===== src/design/ooo_pkg.sv =====
`default_nettype none

package ooo_pkg;

	//////////////////////////////////////////////////
	// core sizes
	//////////////////////////////////////////////////
	localparam int xlen       = 16; // data path width
	localparam int arch_regs  = 8;
	localparam int arch_idx_w = 3;
	localparam int phys_regs  = 16; // 0..7 mapped at reset, 8..15 free
	localparam int phys_idx_w = 4;
	localparam int rob_depth  = 8;
	localparam int rob_idx_w  = 3;
	localparam int rs_depth   = 4;
	localparam int mul_stages = 3;  // multiplier latency in cycles

	// decoded operation, as presented at the core input
	typedef enum logic [2:0] {
		OP_ADD,
		OP_SUB,
		OP_AND,
		OP_XOR,
		OP_ADDI,  // second operand is the immediate
		OP_MUL,   // low half of the product only
		OP_HALT
	} opcode_e;

	typedef enum logic [1:0] {
		ST_RUN,    // accepting instructions
		ST_DRAIN,  // halt dispatched, waiting for it at the rob head
		ST_HALTED
	} core_state_e;

	// rs -> function unit, 43 bits
	typedef struct packed {
		logic                  valid;
		opcode_e               op;
		logic [xlen-1:0]       opa;
		logic [xlen-1:0]       opb;
		logic [phys_idx_w-1:0] pdst;
		logic [rob_idx_w-1:0]  rob_idx;
	} issue_t;

endpackage

`default_nettype wire


===== src/design/core_ifs.sv =====
`timescale 1ns/1ps
`default_nettype none

// result broadcast, one cycle per valid, no acknowledge
interface cdb_if;
	logic                            valid;
	logic [ooo_pkg::phys_idx_w-1:0]  tag;     // physical dest register
	logic [ooo_pkg::xlen-1:0]        value;
	logic [ooo_pkg::rob_idx_w-1:0]   rob_idx; // rob entry to mark done

	modport producer (output valid, tag, value, rob_idx);
	modport consumer (input valid, tag, value, rob_idx);
endinterface

// one instruction moves into rat, rs and rob when strobe is high
interface dispatch_if;
	logic                            strobe;
	logic [ooo_pkg::arch_idx_w-1:0]  rd;
	logic [ooo_pkg::phys_idx_w-1:0]  pdst;     // newly allocated register
	logic [ooo_pkg::phys_idx_w-1:0]  old_pdst; // previous mapping of rd
	logic [ooo_pkg::rob_idx_w-1:0]   rob_idx;  // rob tail
	logic                            is_halt;

	modport ctrl     (output strobe, is_halt);
	modport rat_sink (input strobe, rd, output pdst, old_pdst);
	modport rob_sink (input strobe, rd, pdst, old_pdst, is_halt, output rob_idx);
	modport sink     (input strobe, pdst, rob_idx);
endinterface

`default_nettype wire


===== src/design/dispatch_ctrl.sv =====
`timescale 1ns/1ps
`default_nettype none

module dispatch_ctrl (
	input  wire                   clk,
	input  wire                   arst_n,
	input  wire                   inst_valid,
	input  wire ooo_pkg::opcode_e inst_op,
	input  wire                   rob_full,
	input  wire                   rs_full,
	input  wire                   free_empty,
	input  wire                   halt_commit,   // halt entry left the rob head
	output logic                  stall,
	output logic                  halted,
	dispatch_if.ctrl              dispatch,
	output logic                  alloc,         // instruction needs a dest register
	output logic                  rs_load        // instruction needs a station entry
);

	ooo_pkg::core_state_e state, state_nxt;
	logic                 is_halt;

	assign is_halt = (inst_op == ooo_pkg::OP_HALT);
	assign alloc   = !is_halt;  // halt writes no register
	assign rs_load = !is_halt;  // and never executes

	// stall is a level, independent of inst_valid
	always_comb begin
		stall = (state != ooo_pkg::ST_RUN) || rob_full;
		if (rs_load && rs_full)
			stall = 1'b1;
		if (alloc && free_empty)
			stall = 1'b1;  // no physical register left
	end

	assign dispatch.strobe  = inst_valid && !stall;
	assign dispatch.is_halt = is_halt;
	assign halted           = (state == ooo_pkg::ST_HALTED);

	always_comb begin
		state_nxt = state;
		case (state)
			ooo_pkg::ST_RUN:
				if (dispatch.strobe && is_halt)
					state_nxt = ooo_pkg::ST_DRAIN;
			ooo_pkg::ST_DRAIN:
				if (halt_commit)
					state_nxt = ooo_pkg::ST_HALTED;  // all older work committed
			default:
				state_nxt = state;  // stays halted until reset
		endcase
	end

	always_ff @(posedge clk or negedge arst_n) begin
		if (!arst_n)
			state <= ooo_pkg::ST_RUN;
		else
			state <= state_nxt;
	end

endmodule

`default_nettype wire


===== src/design/rename_table.sv =====
`timescale 1ns/1ps
`default_nettype none

module rename_table (
	input  wire                               clk,
	input  wire                               arst_n,
	input  wire [ooo_pkg::arch_idx_w-1:0]     inst_rs1,
	input  wire [ooo_pkg::arch_idx_w-1:0]     inst_rs2,
	input  wire                               alloc,
	dispatch_if.rat_sink                      dispatch,
	input  wire                               free_valid,  // commit returns a register
	input  wire [ooo_pkg::phys_idx_w-1:0]     free_idx,
	output logic [ooo_pkg::phys_idx_w-1:0]    src1_p,
	output logic [ooo_pkg::phys_idx_w-1:0]    src2_p,
	output logic                              free_empty
);

	logic [ooo_pkg::phys_idx_w-1:0] map [ooo_pkg::arch_regs];  // arch -> phys
	logic [ooo_pkg::phys_regs-1:0]  free_mask;                 // 1 = free
	logic [ooo_pkg::phys_idx_w-1:0] first_free;

	// lowest free register wins
	always_comb begin
		first_free = '0;
		for (int i = ooo_pkg::phys_regs - 1; i >= 0; i--)
			if (free_mask[i])
				first_free = i[ooo_pkg::phys_idx_w-1:0];
	end

	assign free_empty        = ~|free_mask;
	assign src1_p            = map[inst_rs1];  // read before this dispatch renames rd
	assign src2_p            = map[inst_rs2];
	assign dispatch.pdst     = first_free;
	assign dispatch.old_pdst = map[dispatch.rd];  // freed when this instruction commits

	always_ff @(posedge clk or negedge arst_n) begin
		if (!arst_n) begin
			for (int i = 0; i < ooo_pkg::arch_regs; i++)
				map[i] <= i[ooo_pkg::phys_idx_w-1:0];  // identity mapping
			free_mask <= {{(ooo_pkg::phys_regs - ooo_pkg::arch_regs){1'b1}},
				{ooo_pkg::arch_regs{1'b0}}};
		end else begin
			if (dispatch.strobe && alloc) begin
				map[dispatch.rd]      <= first_free;
				free_mask[first_free] <= 1'b0;
			end
			// never the register taken above, that one was free
			if (free_valid)
				free_mask[free_idx] <= 1'b1;
		end
	end

endmodule

`default_nettype wire


===== src/design/phys_regfile.sv =====
`timescale 1ns/1ps
`default_nettype none

module phys_regfile (
	input  wire                           clk,
	input  wire                           arst_n,
	input  wire [ooo_pkg::phys_idx_w-1:0] src1_p,
	input  wire [ooo_pkg::phys_idx_w-1:0] src2_p,
	input  wire [ooo_pkg::phys_idx_w-1:0] alloc_p,   // new pdst
	input  wire                           alloc,     // dispatch takes alloc_p
	cdb_if.consumer                       cdb,
	input  wire [ooo_pkg::phys_idx_w-1:0] commit_p,  // pdst at the rob head
	output logic [ooo_pkg::xlen-1:0]      src1_val,
	output logic [ooo_pkg::xlen-1:0]      src2_val,
	output logic                          src1_rdy,
	output logic                          src2_rdy,
	output logic [ooo_pkg::xlen-1:0]      commit_val
);

	logic [ooo_pkg::xlen-1:0]      vals [ooo_pkg::phys_regs];
	logic [ooo_pkg::phys_regs-1:0] rdy;
	logic                          hit1, hit2;

	// same-cycle broadcast beats the array
	assign hit1     = cdb.valid && (cdb.tag == src1_p);
	assign hit2     = cdb.valid && (cdb.tag == src2_p);
	assign src1_rdy = rdy[src1_p] || hit1;
	assign src2_rdy = rdy[src2_p] || hit2;
	assign src1_val = hit1 ? cdb.value : vals[src1_p];
	assign src2_val = hit2 ? cdb.value : vals[src2_p];

	assign commit_val = vals[commit_p];  // written on the edge that marked it done

	always_ff @(posedge clk or negedge arst_n) begin
		if (!arst_n) begin
			for (int i = 0; i < ooo_pkg::phys_regs; i++)
				vals[i] <= '0;  // architectural state starts at zero
			rdy <= '1;
		end else begin
			if (alloc)
				rdy[alloc_p] <= 1'b0;  // value still in flight
			if (cdb.valid) begin
				vals[cdb.tag] <= cdb.value;
				rdy[cdb.tag]  <= 1'b1;
			end
		end
	end

endmodule

`default_nettype wire


===== src/design/reservation_station.sv =====
`timescale 1ns/1ps
`default_nettype none

module reservation_station (
	input  wire                           clk,
	input  wire                           arst_n,
	dispatch_if.sink                      dispatch,
	input  wire                           rs_load,
	input  wire ooo_pkg::opcode_e         inst_op,
	input  wire [ooo_pkg::xlen-1:0]       inst_imm,
	input  wire [ooo_pkg::phys_idx_w-1:0] src1_p,
	input  wire [ooo_pkg::phys_idx_w-1:0] src2_p,
	input  wire [ooo_pkg::xlen-1:0]       src1_val,
	input  wire [ooo_pkg::xlen-1:0]       src2_val,
	input  wire                           src1_rdy,
	input  wire                           src2_rdy,
	cdb_if.consumer                       cdb,
	input  wire                           alu_busy,   // alu result held off the bus
	output ooo_pkg::issue_t               alu_issue,
	output ooo_pkg::issue_t               mul_issue,
	output logic                          rs_full
);

	ooo_pkg::opcode_e               op    [ooo_pkg::rs_depth];
	logic [ooo_pkg::xlen-1:0]       opa   [ooo_pkg::rs_depth];
	logic [ooo_pkg::xlen-1:0]       opb   [ooo_pkg::rs_depth];
	logic [ooo_pkg::phys_idx_w-1:0] tag_a [ooo_pkg::rs_depth];
	logic [ooo_pkg::phys_idx_w-1:0] tag_b [ooo_pkg::rs_depth];
	logic [ooo_pkg::phys_idx_w-1:0] pdst  [ooo_pkg::rs_depth];
	logic [ooo_pkg::rob_idx_w-1:0]  rob   [ooo_pkg::rs_depth];
	logic [ooo_pkg::rs_depth-1:0]   older [ooo_pkg::rs_depth];  // older[i][j]: i before j
	logic [ooo_pkg::rs_depth-1:0]   valid, rdy_a, rdy_b;
	logic [ooo_pkg::rs_depth-1:0]   mul_rdy, alu_rdy, mul_pick, alu_pick;
	logic [ooo_pkg::rs_depth-1:0]   load_sel;  // one-hot free slot
	logic                           load;

	assign load     = dispatch.strobe && rs_load;
	assign rs_full  = &valid;
	assign load_sel = ~valid & (valid + 1'b1);  // lowest empty entry

	//////////////////////////////////////////////////
	// select the oldest ready entry per unit
	//////////////////////////////////////////////////
	always_comb begin
		for (int i = 0; i < ooo_pkg::rs_depth; i++) begin
			mul_rdy[i] = valid[i] && rdy_a[i] && rdy_b[i] && (op[i] == ooo_pkg::OP_MUL);
			alu_rdy[i] = valid[i] && rdy_a[i] && rdy_b[i] && (op[i] != ooo_pkg::OP_MUL)
				&& !alu_busy;
		end
		for (int i = 0; i < ooo_pkg::rs_depth; i++) begin
			mul_pick[i] = mul_rdy[i];
			alu_pick[i] = alu_rdy[i];
			for (int j = 0; j < ooo_pkg::rs_depth; j++) begin
				if (older[j][i] && mul_rdy[j])
					mul_pick[i] = 1'b0;  // an older multiply goes first
				if (older[j][i] && alu_rdy[j])
					alu_pick[i] = 1'b0;
			end
		end
	end

	always_comb begin
		alu_issue = '0;
		mul_issue = '0;
		for (int i = 0; i < ooo_pkg::rs_depth; i++) begin
			if (alu_pick[i])
				alu_issue = '{1'b1, op[i], opa[i], opb[i], pdst[i], rob[i]};
			if (mul_pick[i])
				mul_issue = '{1'b1, op[i], opa[i], opb[i], pdst[i], rob[i]};
		end
	end

	// occupancy and age order
	always_ff @(posedge clk or negedge arst_n) begin
		if (!arst_n) begin
			valid <= '0;
			for (int i = 0; i < ooo_pkg::rs_depth; i++)
				older[i] <= '0;
		end else begin
			for (int i = 0; i < ooo_pkg::rs_depth; i++) begin
				if (alu_pick[i] || mul_pick[i])
					valid[i] <= 1'b0;
				if (load && load_sel[i]) begin
					valid[i] <= 1'b1;
					older[i] <= '0;  // newest, older than nobody
				end else if (load) begin
					older[i] <= (older[i] & ~load_sel) | (load_sel & {ooo_pkg::rs_depth{valid[i]}});
				end
			end
		end
	end

	// operands, tags and wakeup
	always_ff @(posedge clk) begin
		for (int i = 0; i < ooo_pkg::rs_depth; i++) begin
			if (load && load_sel[i]) begin
				op[i]    <= inst_op;
				opa[i]   <= src1_val;
				rdy_a[i] <= src1_rdy;
				tag_a[i] <= src1_p;
				opb[i]   <= (inst_op == ooo_pkg::OP_ADDI) ? inst_imm : src2_val;
				rdy_b[i] <= (inst_op == ooo_pkg::OP_ADDI) || src2_rdy;
				tag_b[i] <= src2_p;
				pdst[i]  <= dispatch.pdst;
				rob[i]   <= dispatch.rob_idx;
			end else begin
				if (cdb.valid && !rdy_a[i] && (cdb.tag == tag_a[i])) begin
					opa[i]   <= cdb.value;  // capture broadcast
					rdy_a[i] <= 1'b1;
				end
				if (cdb.valid && !rdy_b[i] && (cdb.tag == tag_b[i])) begin
					opb[i]   <= cdb.value;
					rdy_b[i] <= 1'b1;
				end
			end
		end
	end

endmodule

`default_nettype wire


===== src/design/exec_units.sv =====
`timescale 1ns/1ps
`default_nettype none

module exec_units (
	input  wire                   clk,
	input  wire                   arst_n,
	input  wire ooo_pkg::issue_t  alu_issue,
	input  wire ooo_pkg::issue_t  mul_issue,
	output logic                  alu_busy,   // held alu result blocks a new issue
	cdb_if.producer               cdb
);

	logic                           alu_v;
	logic [ooo_pkg::xlen-1:0]       alu_res, alu_val;
	logic [ooo_pkg::phys_idx_w-1:0] alu_tag;
	logic [ooo_pkg::rob_idx_w-1:0]  alu_rob;
	logic [ooo_pkg::mul_stages-1:0] mul_v;
	logic [ooo_pkg::xlen-1:0]       mul_val [ooo_pkg::mul_stages];
	logic [ooo_pkg::phys_idx_w-1:0] mul_tag [ooo_pkg::mul_stages];
	logic [ooo_pkg::rob_idx_w-1:0]  mul_rob [ooo_pkg::mul_stages];

	// multiplier owns the bus this cycle
	assign alu_busy = alu_v && mul_v[ooo_pkg::mul_stages-1];

	always_comb begin
		case (alu_issue.op)
			ooo_pkg::OP_SUB: alu_res = alu_issue.opa - alu_issue.opb;
			ooo_pkg::OP_AND: alu_res = alu_issue.opa & alu_issue.opb;
			ooo_pkg::OP_XOR: alu_res = alu_issue.opa ^ alu_issue.opb;
			default:         alu_res = alu_issue.opa + alu_issue.opb;  // add, addi
		endcase
	end

	always_ff @(posedge clk or negedge arst_n) begin
		if (!arst_n) begin
			alu_v <= 1'b0;
			mul_v <= '0;
		end else begin
			if (!alu_busy)
				alu_v <= alu_issue.valid;
			mul_v <= {mul_v[ooo_pkg::mul_stages-2:0], mul_issue.valid};  // never stalls
		end
	end

	always_ff @(posedge clk) begin
		if (!alu_busy) begin
			alu_val <= alu_res;
			alu_tag <= alu_issue.pdst;
			alu_rob <= alu_issue.rob_idx;
		end
		mul_val[0] <= mul_issue.opa * mul_issue.opb;  // low 16 bits
		mul_tag[0] <= mul_issue.pdst;
		mul_rob[0] <= mul_issue.rob_idx;
		for (int s = 1; s < ooo_pkg::mul_stages; s++) begin
			mul_val[s] <= mul_val[s-1];
			mul_tag[s] <= mul_tag[s-1];
			mul_rob[s] <= mul_rob[s-1];
		end
	end

	//////////////////////////////////////////////////
	// cdb grant, multiplier first
	//////////////////////////////////////////////////
	assign cdb.valid   = mul_v[ooo_pkg::mul_stages-1] || alu_v;
	assign cdb.tag     = mul_v[ooo_pkg::mul_stages-1] ? mul_tag[ooo_pkg::mul_stages-1] : alu_tag;
	assign cdb.value   = mul_v[ooo_pkg::mul_stages-1] ? mul_val[ooo_pkg::mul_stages-1] : alu_val;
	assign cdb.rob_idx = mul_v[ooo_pkg::mul_stages-1] ? mul_rob[ooo_pkg::mul_stages-1] : alu_rob;

endmodule

`default_nettype wire


===== src/design/reorder_buffer.sv =====
`timescale 1ns/1ps
`default_nettype none

module reorder_buffer (
	input  wire                            clk,
	input  wire                            arst_n,
	dispatch_if.rob_sink                   dispatch,
	cdb_if.consumer                        cdb,
	input  wire [ooo_pkg::xlen-1:0]        commit_val,   // prf value at commit_p
	output logic                           rob_full,
	output logic                           commit_valid,
	output logic [ooo_pkg::arch_idx_w-1:0] commit_rd,
	output logic [ooo_pkg::xlen-1:0]       commit_value,
	output logic [ooo_pkg::phys_idx_w-1:0] commit_p,
	output logic                           free_valid,
	output logic [ooo_pkg::phys_idx_w-1:0] free_idx,
	output logic                           halt_commit
);

	logic [ooo_pkg::arch_idx_w-1:0] rd       [ooo_pkg::rob_depth];
	logic [ooo_pkg::phys_idx_w-1:0] pdst     [ooo_pkg::rob_depth];
	logic [ooo_pkg::phys_idx_w-1:0] old_pdst [ooo_pkg::rob_depth];
	logic [ooo_pkg::rob_depth-1:0]  halt, done;
	logic [ooo_pkg::rob_idx_w-1:0]  head, tail;
	logic [ooo_pkg::rob_idx_w:0]    count;
	logic                           retire;

	assign rob_full         = (count == ooo_pkg::rob_depth);
	assign dispatch.rob_idx = tail;

	// head leaves one cycle after its done bit is set
	assign retire       = (count != '0) && done[head];
	assign commit_valid = retire && !halt[head];
	assign halt_commit  = retire && halt[head];  // halt reports here, not on commit
	assign commit_rd    = rd[head];
	assign commit_p     = pdst[head];
	assign commit_value = commit_val;
	assign free_valid   = commit_valid;
	assign free_idx     = old_pdst[head];  // previous mapping is dead now

	always_ff @(posedge clk or negedge arst_n) begin
		if (!arst_n) begin
			head  <= '0;
			tail  <= '0;
			count <= '0;
			done  <= '0;
		end else begin
			if (dispatch.strobe) begin
				done[tail] <= dispatch.is_halt;  // halt has nothing to wait for
				tail       <= tail + 1'b1;
			end
			if (cdb.valid)
				done[cdb.rob_idx] <= 1'b1;
			if (retire)
				head <= head + 1'b1;
			count <= count + dispatch.strobe - retire;
		end
	end

	always_ff @(posedge clk) begin
		if (dispatch.strobe) begin
			rd[tail]       <= dispatch.rd;
			pdst[tail]     <= dispatch.pdst;
			old_pdst[tail] <= dispatch.old_pdst;
			halt[tail]     <= dispatch.is_halt;
		end
	end

endmodule

`default_nettype wire


===== src/design/ooo_core.sv =====
`timescale 1ns/1ps
`default_nettype none

module ooo_core (
	input  wire                            clk,
	input  wire                            arst_n,
	input  wire                            inst_valid,
	input  wire ooo_pkg::opcode_e          inst_op,
	input  wire [ooo_pkg::arch_idx_w-1:0]  inst_rd,
	input  wire [ooo_pkg::arch_idx_w-1:0]  inst_rs1,
	input  wire [ooo_pkg::arch_idx_w-1:0]  inst_rs2,
	input  wire [ooo_pkg::xlen-1:0]        inst_imm,
	output logic                           stall,
	output logic                           halted,
	output logic                           commit_valid,
	output logic [ooo_pkg::arch_idx_w-1:0] commit_rd,
	output logic [ooo_pkg::xlen-1:0]       commit_value
);

	logic                           rob_full, rs_full, free_empty, halt_commit;
	logic                           alloc, rs_load, alloc_en, alu_busy;
	logic [ooo_pkg::phys_idx_w-1:0] src1_p, src2_p, commit_p, free_idx;
	logic [ooo_pkg::xlen-1:0]       src1_val, src2_val, commit_val;
	logic                           src1_rdy, src2_rdy, free_valid;
	ooo_pkg::issue_t                alu_issue, mul_issue;

	cdb_if      cdb ();
	dispatch_if dsp ();

	assign dsp.rd   = inst_rd;
	assign alloc_en = dsp.strobe && alloc;  // prf clears ready only on a real dispatch

	dispatch_ctrl i_dispatch_ctrl (
		.clk, .arst_n, .inst_valid, .inst_op, .rob_full, .rs_full, .free_empty,
		.halt_commit, .stall, .halted, .dispatch(dsp), .alloc, .rs_load
	);

	rename_table i_rename_table (
		.clk, .arst_n, .inst_rs1, .inst_rs2, .alloc, .dispatch(dsp),
		.free_valid, .free_idx, .src1_p, .src2_p, .free_empty
	);

	phys_regfile i_phys_regfile (
		.clk, .arst_n, .src1_p, .src2_p, .alloc_p(dsp.pdst), .alloc(alloc_en),
		.cdb, .commit_p, .src1_val, .src2_val, .src1_rdy, .src2_rdy, .commit_val
	);

	reservation_station i_reservation_station (
		.clk, .arst_n, .dispatch(dsp), .rs_load, .inst_op, .inst_imm,
		.src1_p, .src2_p, .src1_val, .src2_val, .src1_rdy, .src2_rdy,
		.cdb, .alu_busy, .alu_issue, .mul_issue, .rs_full
	);

	exec_units i_exec_units (
		.clk, .arst_n, .alu_issue, .mul_issue, .alu_busy, .cdb
	);

	reorder_buffer i_reorder_buffer (
		.clk, .arst_n, .dispatch(dsp), .cdb, .commit_val, .rob_full,
		.commit_valid, .commit_rd, .commit_value, .commit_p,
		.free_valid, .free_idx, .halt_commit
	);

endmodule

`default_nettype wire


===== config.mk =====
export PLATFORM = sky130hd
export DESIGN_NAME = ooo_core
export DESIGN_NICKNAME = d
export VERILOG_FILES = /design/src/design/ooo_pkg.sv /design/src/design/core_ifs.sv /design/src/design/dispatch_ctrl.sv /design/src/design/rename_table.sv /design/src/design/phys_regfile.sv /design/src/design/reservation_station.sv /design/src/design/exec_units.sv /design/src/design/reorder_buffer.sv /design/src/design/ooo_core.sv
export SDC_FILE = /design/constraint.sdc
export NUM_CORES = 2
export LEC_CHECK = 0
export BUFFER_PORTS_ARGS = -buffer_cell sky130_fd_sc_hd__buf_4
export CAP_MARGIN = 10
export CORE_MARGIN = 4
export CORE_UTILIZATION = 35
export DETAILED_ROUTE_END_ITERATION = 6
export GPL_ROUTABILITY_DRIVEN = 0
export MAX_ROUTING_LAYER = met4
export PLACE_DENSITY = 0.55
export SLEW_MARGIN = 15
export SYNTH_ARGS = -nofsm -noshare
export SYNTH_HDL_FRONTEND = slang
export SYNTH_SLANG_ARGS = --single-unit

===== constraint.sdc =====
create_clock -name clk -period 8.7 [get_ports clk]
set_input_delay 1.305 -clock clk [delete_from_list [all_inputs] [get_ports clk]]
set_output_delay 1.305 -clock clk [all_outputs]
set_load 0.005 [all_outputs]

==> out/metrics.cfg <==
[pwr]
power_density_nw_per_um2 = 401
combPwrFrac = 0.522
swShare = 0.442
finalPower_uw = 19800
p_leak_uw = 0.0194
irDropWorstVdd_mv = 0.366
clock_power_share = 0.189
internal_power_uw = 11000
p_seq_frac = 0.289
p_switching_uw = 8760

[critical_path]
cp_top_family = adder cells
crit_end = i_exec_units.mul_val[0][15]
critPathArrivalTime_ns = 8.50
path_class = reg2reg
cp_cell_sequence = nand3b_1 -> nor3_1 -> and4_4 -> a211o_1 -> a21oi_1 -> a221oi_1 -> nor2_1 -> fa_1 -> fa_1 -> ha_1 -> fa_1 -> inv_1 -> fa_1 -> fa_1 -> inv_1 -> ha_1 -> a21oi_1 -> o21bai_1 -> a21oi_1 -> o21bai_1 -> a21oi_1 -> o21bai_1 -> a21oi_1 -> xnor3_1
start_kind = flip-flop
startpoint = i_reservation_station.op[3][1]
cp_max_fo = 46
worst_path_largest_cell_delay_ns = 0.84
reg2regPathDepth = 24
endpoint_kind = flip-flop
reg2reg_from = i_reservation_station.op[3][1]
cp_num_cells = 24
critPathRequiredTime_ns = 9.25
r2r-end = i_exec_units.mul_val[0][15]
worst-path-buf-inv = 2
slowest_stage = a221oi_1
r2r_setup_slack_ns = 0.76

[status]
violations = design-rule violations
status = finished, violations left

[die]
start_util = 0.354
dieArea_um2 = 132000
core_area_um2 = 124000
rows = 129
dieWidth_um = 363
design.portCount = 53
die_h_um = 363

[sta]
finClkSkew_ns = 0.0312
rsz0062_at_grt = false
worst_pin_slew_ns = 1.22
drv_slew = 0
relSlewSlack = 0.188
hold_viol_final = 0
period_share = 0.913
setup_viol = 0
final.setup.tns_ns = 0
holdWs_ns = 0.320
max_freq_ghz = 0.126
fin_crit_ns = 7.94

[clock_tree]
clkTransAtPathRegs_ns = 0.06
cts_setup_buffers = 0
numClockSinks = 760
cts_hold_buf = 0
cts_buffers = 87
cts_tree = done
cts_root_buf = clkbuf_16
clock_path_buffers = 3
cts_resized = 0
htreeDepth = 3
clk-insertion-delay-late_ns = 0.70

[route]
wl_per_cell_um = 23.5
detail-route-antenna-nets = 0
first_pass_iters = 7
drtIter0Drc = 3686
vias = 34500
viasPerCell = 5.68
route.final.wire_length_mm = 143
drc = 2

[grt]
antenna_found_initial = 3
grt_max_degree = 155
grt_pass1_wl_mm = 214
overflow = 0
grt_usage = 0.219
grt_pass1_vias = 32800

[synthesis]
synth-async-reset-ratio = 0.479
syn-mean-instance-area_um2 = 9.92
syn_nets = 4647
syn_area_um2 = 44100
synth_area_leaders = edfxtp_1 22%, dfrtp_1 19%, mux2i_1 7.6%
yosys_most_used_dff = dfrtp_1
synth_edf_count = 327
yosysTopAreaCell = edfxtp_1
synth_top_area_share = 0.223
synth_seq_cells = 760
yosysSeqAreaShare = 0.462
yosysUniqueCellTypes = 83
yosysMostFrequentCell = nand2_1
synth_cells = 4445
yosys_warnings = 0
synth_common_cells = 761 x nand2_1, 388 x nor2_1, 346 x a21oi_1, 337 x mux2i_1, 328 x dfrtp_1

[placed_design]
hpwl_mm = 91.5
io_buffers = 52

[final_layout]
finalNetCount = 4575
register_area_um2 = 20400
fillers = 12100
drive_gt1_frac = 0.125
multi_input_area_um2 = 22200
syn_to_final_growth_pct = 12.1

[hold_path]
holdCritPathClass = reg2reg

[job]
cap_violations = 0

[layer usage]
| metal | vias up | routed length [um] | track usage |
|---|---|---|---|
| met5 | - | 0 | - |
| met4 | 0 | 4610 | 0.0669 |
| met3 | 274 | 11300 | 0.0378 |
| met2 | 1459 | 62600 | 0.324 |
| met1 | 17100 | 64200 | 0.307 |
| li1 | 15700 | - | - |
[power groups by stage]
stage | logic (uW) | clock network, uW | registers (uW)
finish | 10300 | 3750 | 5730
global route | 11300 | 3970 | 5850
CTS | 10300 | 3830 | 5720
detailed placement | 10200 | 0 | 5780
global placement | 10100 | 0 | 5760
floorplan | 6960 | 0 | 5520
[kinds of logic after synthesis]
logic type	Yosys count	share of synthesized area
compound gates	895	0.127
buf+inv	498	0.0446
flops	760	0.462
xor+xnor	107	0.0222
fa+ha+maj	171	0.0625
mux	462	0.129
simple gates	1552	0.153
[per-stage QoR]
stage                     cell area, um^2   util  worst slack, ns  std cells
after detailed placement            46500  0.374            0.852       5921
after CTS                           49400  0.397            0.825       6080
after global placement              46500  0.374             1.04       5921
after floorplan                     44100      -             1.82       4445
after global routing                49400  0.397            0.248       6082
final                               49400  0.397            0.755       6082
[worst min path at each step]
stage,start,to,slack (ns),cells after the start
2_1_floorplan,i_exec_units.mul_rob[0][0],i_exec_units.mul_rob[0][3],0.31,0
3_3_place_gp,i_exec_units.mul_val[0][0],i_exec_units.mul_val[0][16],0.31,0
3_5_place_dp,i_exec_units.mul_val[0][24],i_exec_units.mul_val[0][40],0.31,0
4_1_cts,i_exec_units.mul_tag[0][6],i_exec_units.mul_tag[0][10],0.33,0
5_1_grt,i_exec_units.mul_tag[0][6],i_exec_units.mul_tag[0][10],0.33,0
6_report,i_exec_units.mul_tag[0][6],i_exec_units.mul_tag[0][10],0.32,0
[cell usage in the layout (no fill, tap or decap), types with 23 or more instances in the layout]
cell type / netlist / final
nand2_1: 761 / 760
nor2_1: 388 / 375
a21oi_1: 346 / 345
edfxtp_1: 327 / 327
dfrtp_1: 328 / 326
mux2i_1: 337 / 305
o21ai_0: 182 / 180
buf_4: 4 / 169
inv_1: 160 / 158
nand3_1: 101 / 101
clkbuf_16: 0 / 90
ha_1: 89 / 89
a311oi_1: 85 / 85
fa_1: 82 / 82
mux4_2: 79 / 79
and3_1: 73 / 73
dfxtp_1: 69 / 69
a211oi_1: 68 / 68
xnor2_1: 63 / 63
a31oi_1: 59 / 59
mux2_2: 46 / 46
xor2_1: 41 / 41
and2_1: 41 / 41
nand4_1: 37 / 37
dfstp_2: 36 / 36
a222oi_1: 32 / 32
nand2b_1: 31 / 31
nor3_1: 34 / 29
a221oi_1: 25 / 25
clkbuf_1: 269 / 23
[final cells by class]
type / instances / share of cell area
Inverter: 164 / 0.0127
Sequential cell: 760 / 0.412
Multi-Input combinational cell: 3187 / 0.448
Clock inverter: 31 / 0.00704
Tap cell: 1637 / 0.0414
Antenna cell: 2 / 0.000101
Timing Repair Buffer: 173 / 0.0272
Clock buffer: 128 / 0.0515
[sequential cells by signal (all words and copies together), names as in the netlist, 8 cells and up]
signal,cells
i_exec_units.alu_val,16
i_reservation_station.rob,12
i_reservation_station.older,16
i_reorder_buffer.pdst,32
i_reservation_station.tag_b,16
i_rename_table.map,32
i_exec_units.mul_tag,12
i_reorder_buffer.old_pdst,32
i_reorder_buffer.done,8
i_rename_table.free_mask,16
i_reorder_buffer.halt,8
i_exec_units.mul_val,48
i_reservation_station.tag_a,16
i_reservation_station.opb,64
i_exec_units.mul_rob,9
i_phys_regfile.vals,256
i_phys_regfile.rdy,16
i_reorder_buffer.rd,24
i_reservation_station.pdst,16
i_reservation_station.op,12
i_reservation_station.opa,64
(Power assumes the default switching activity.)
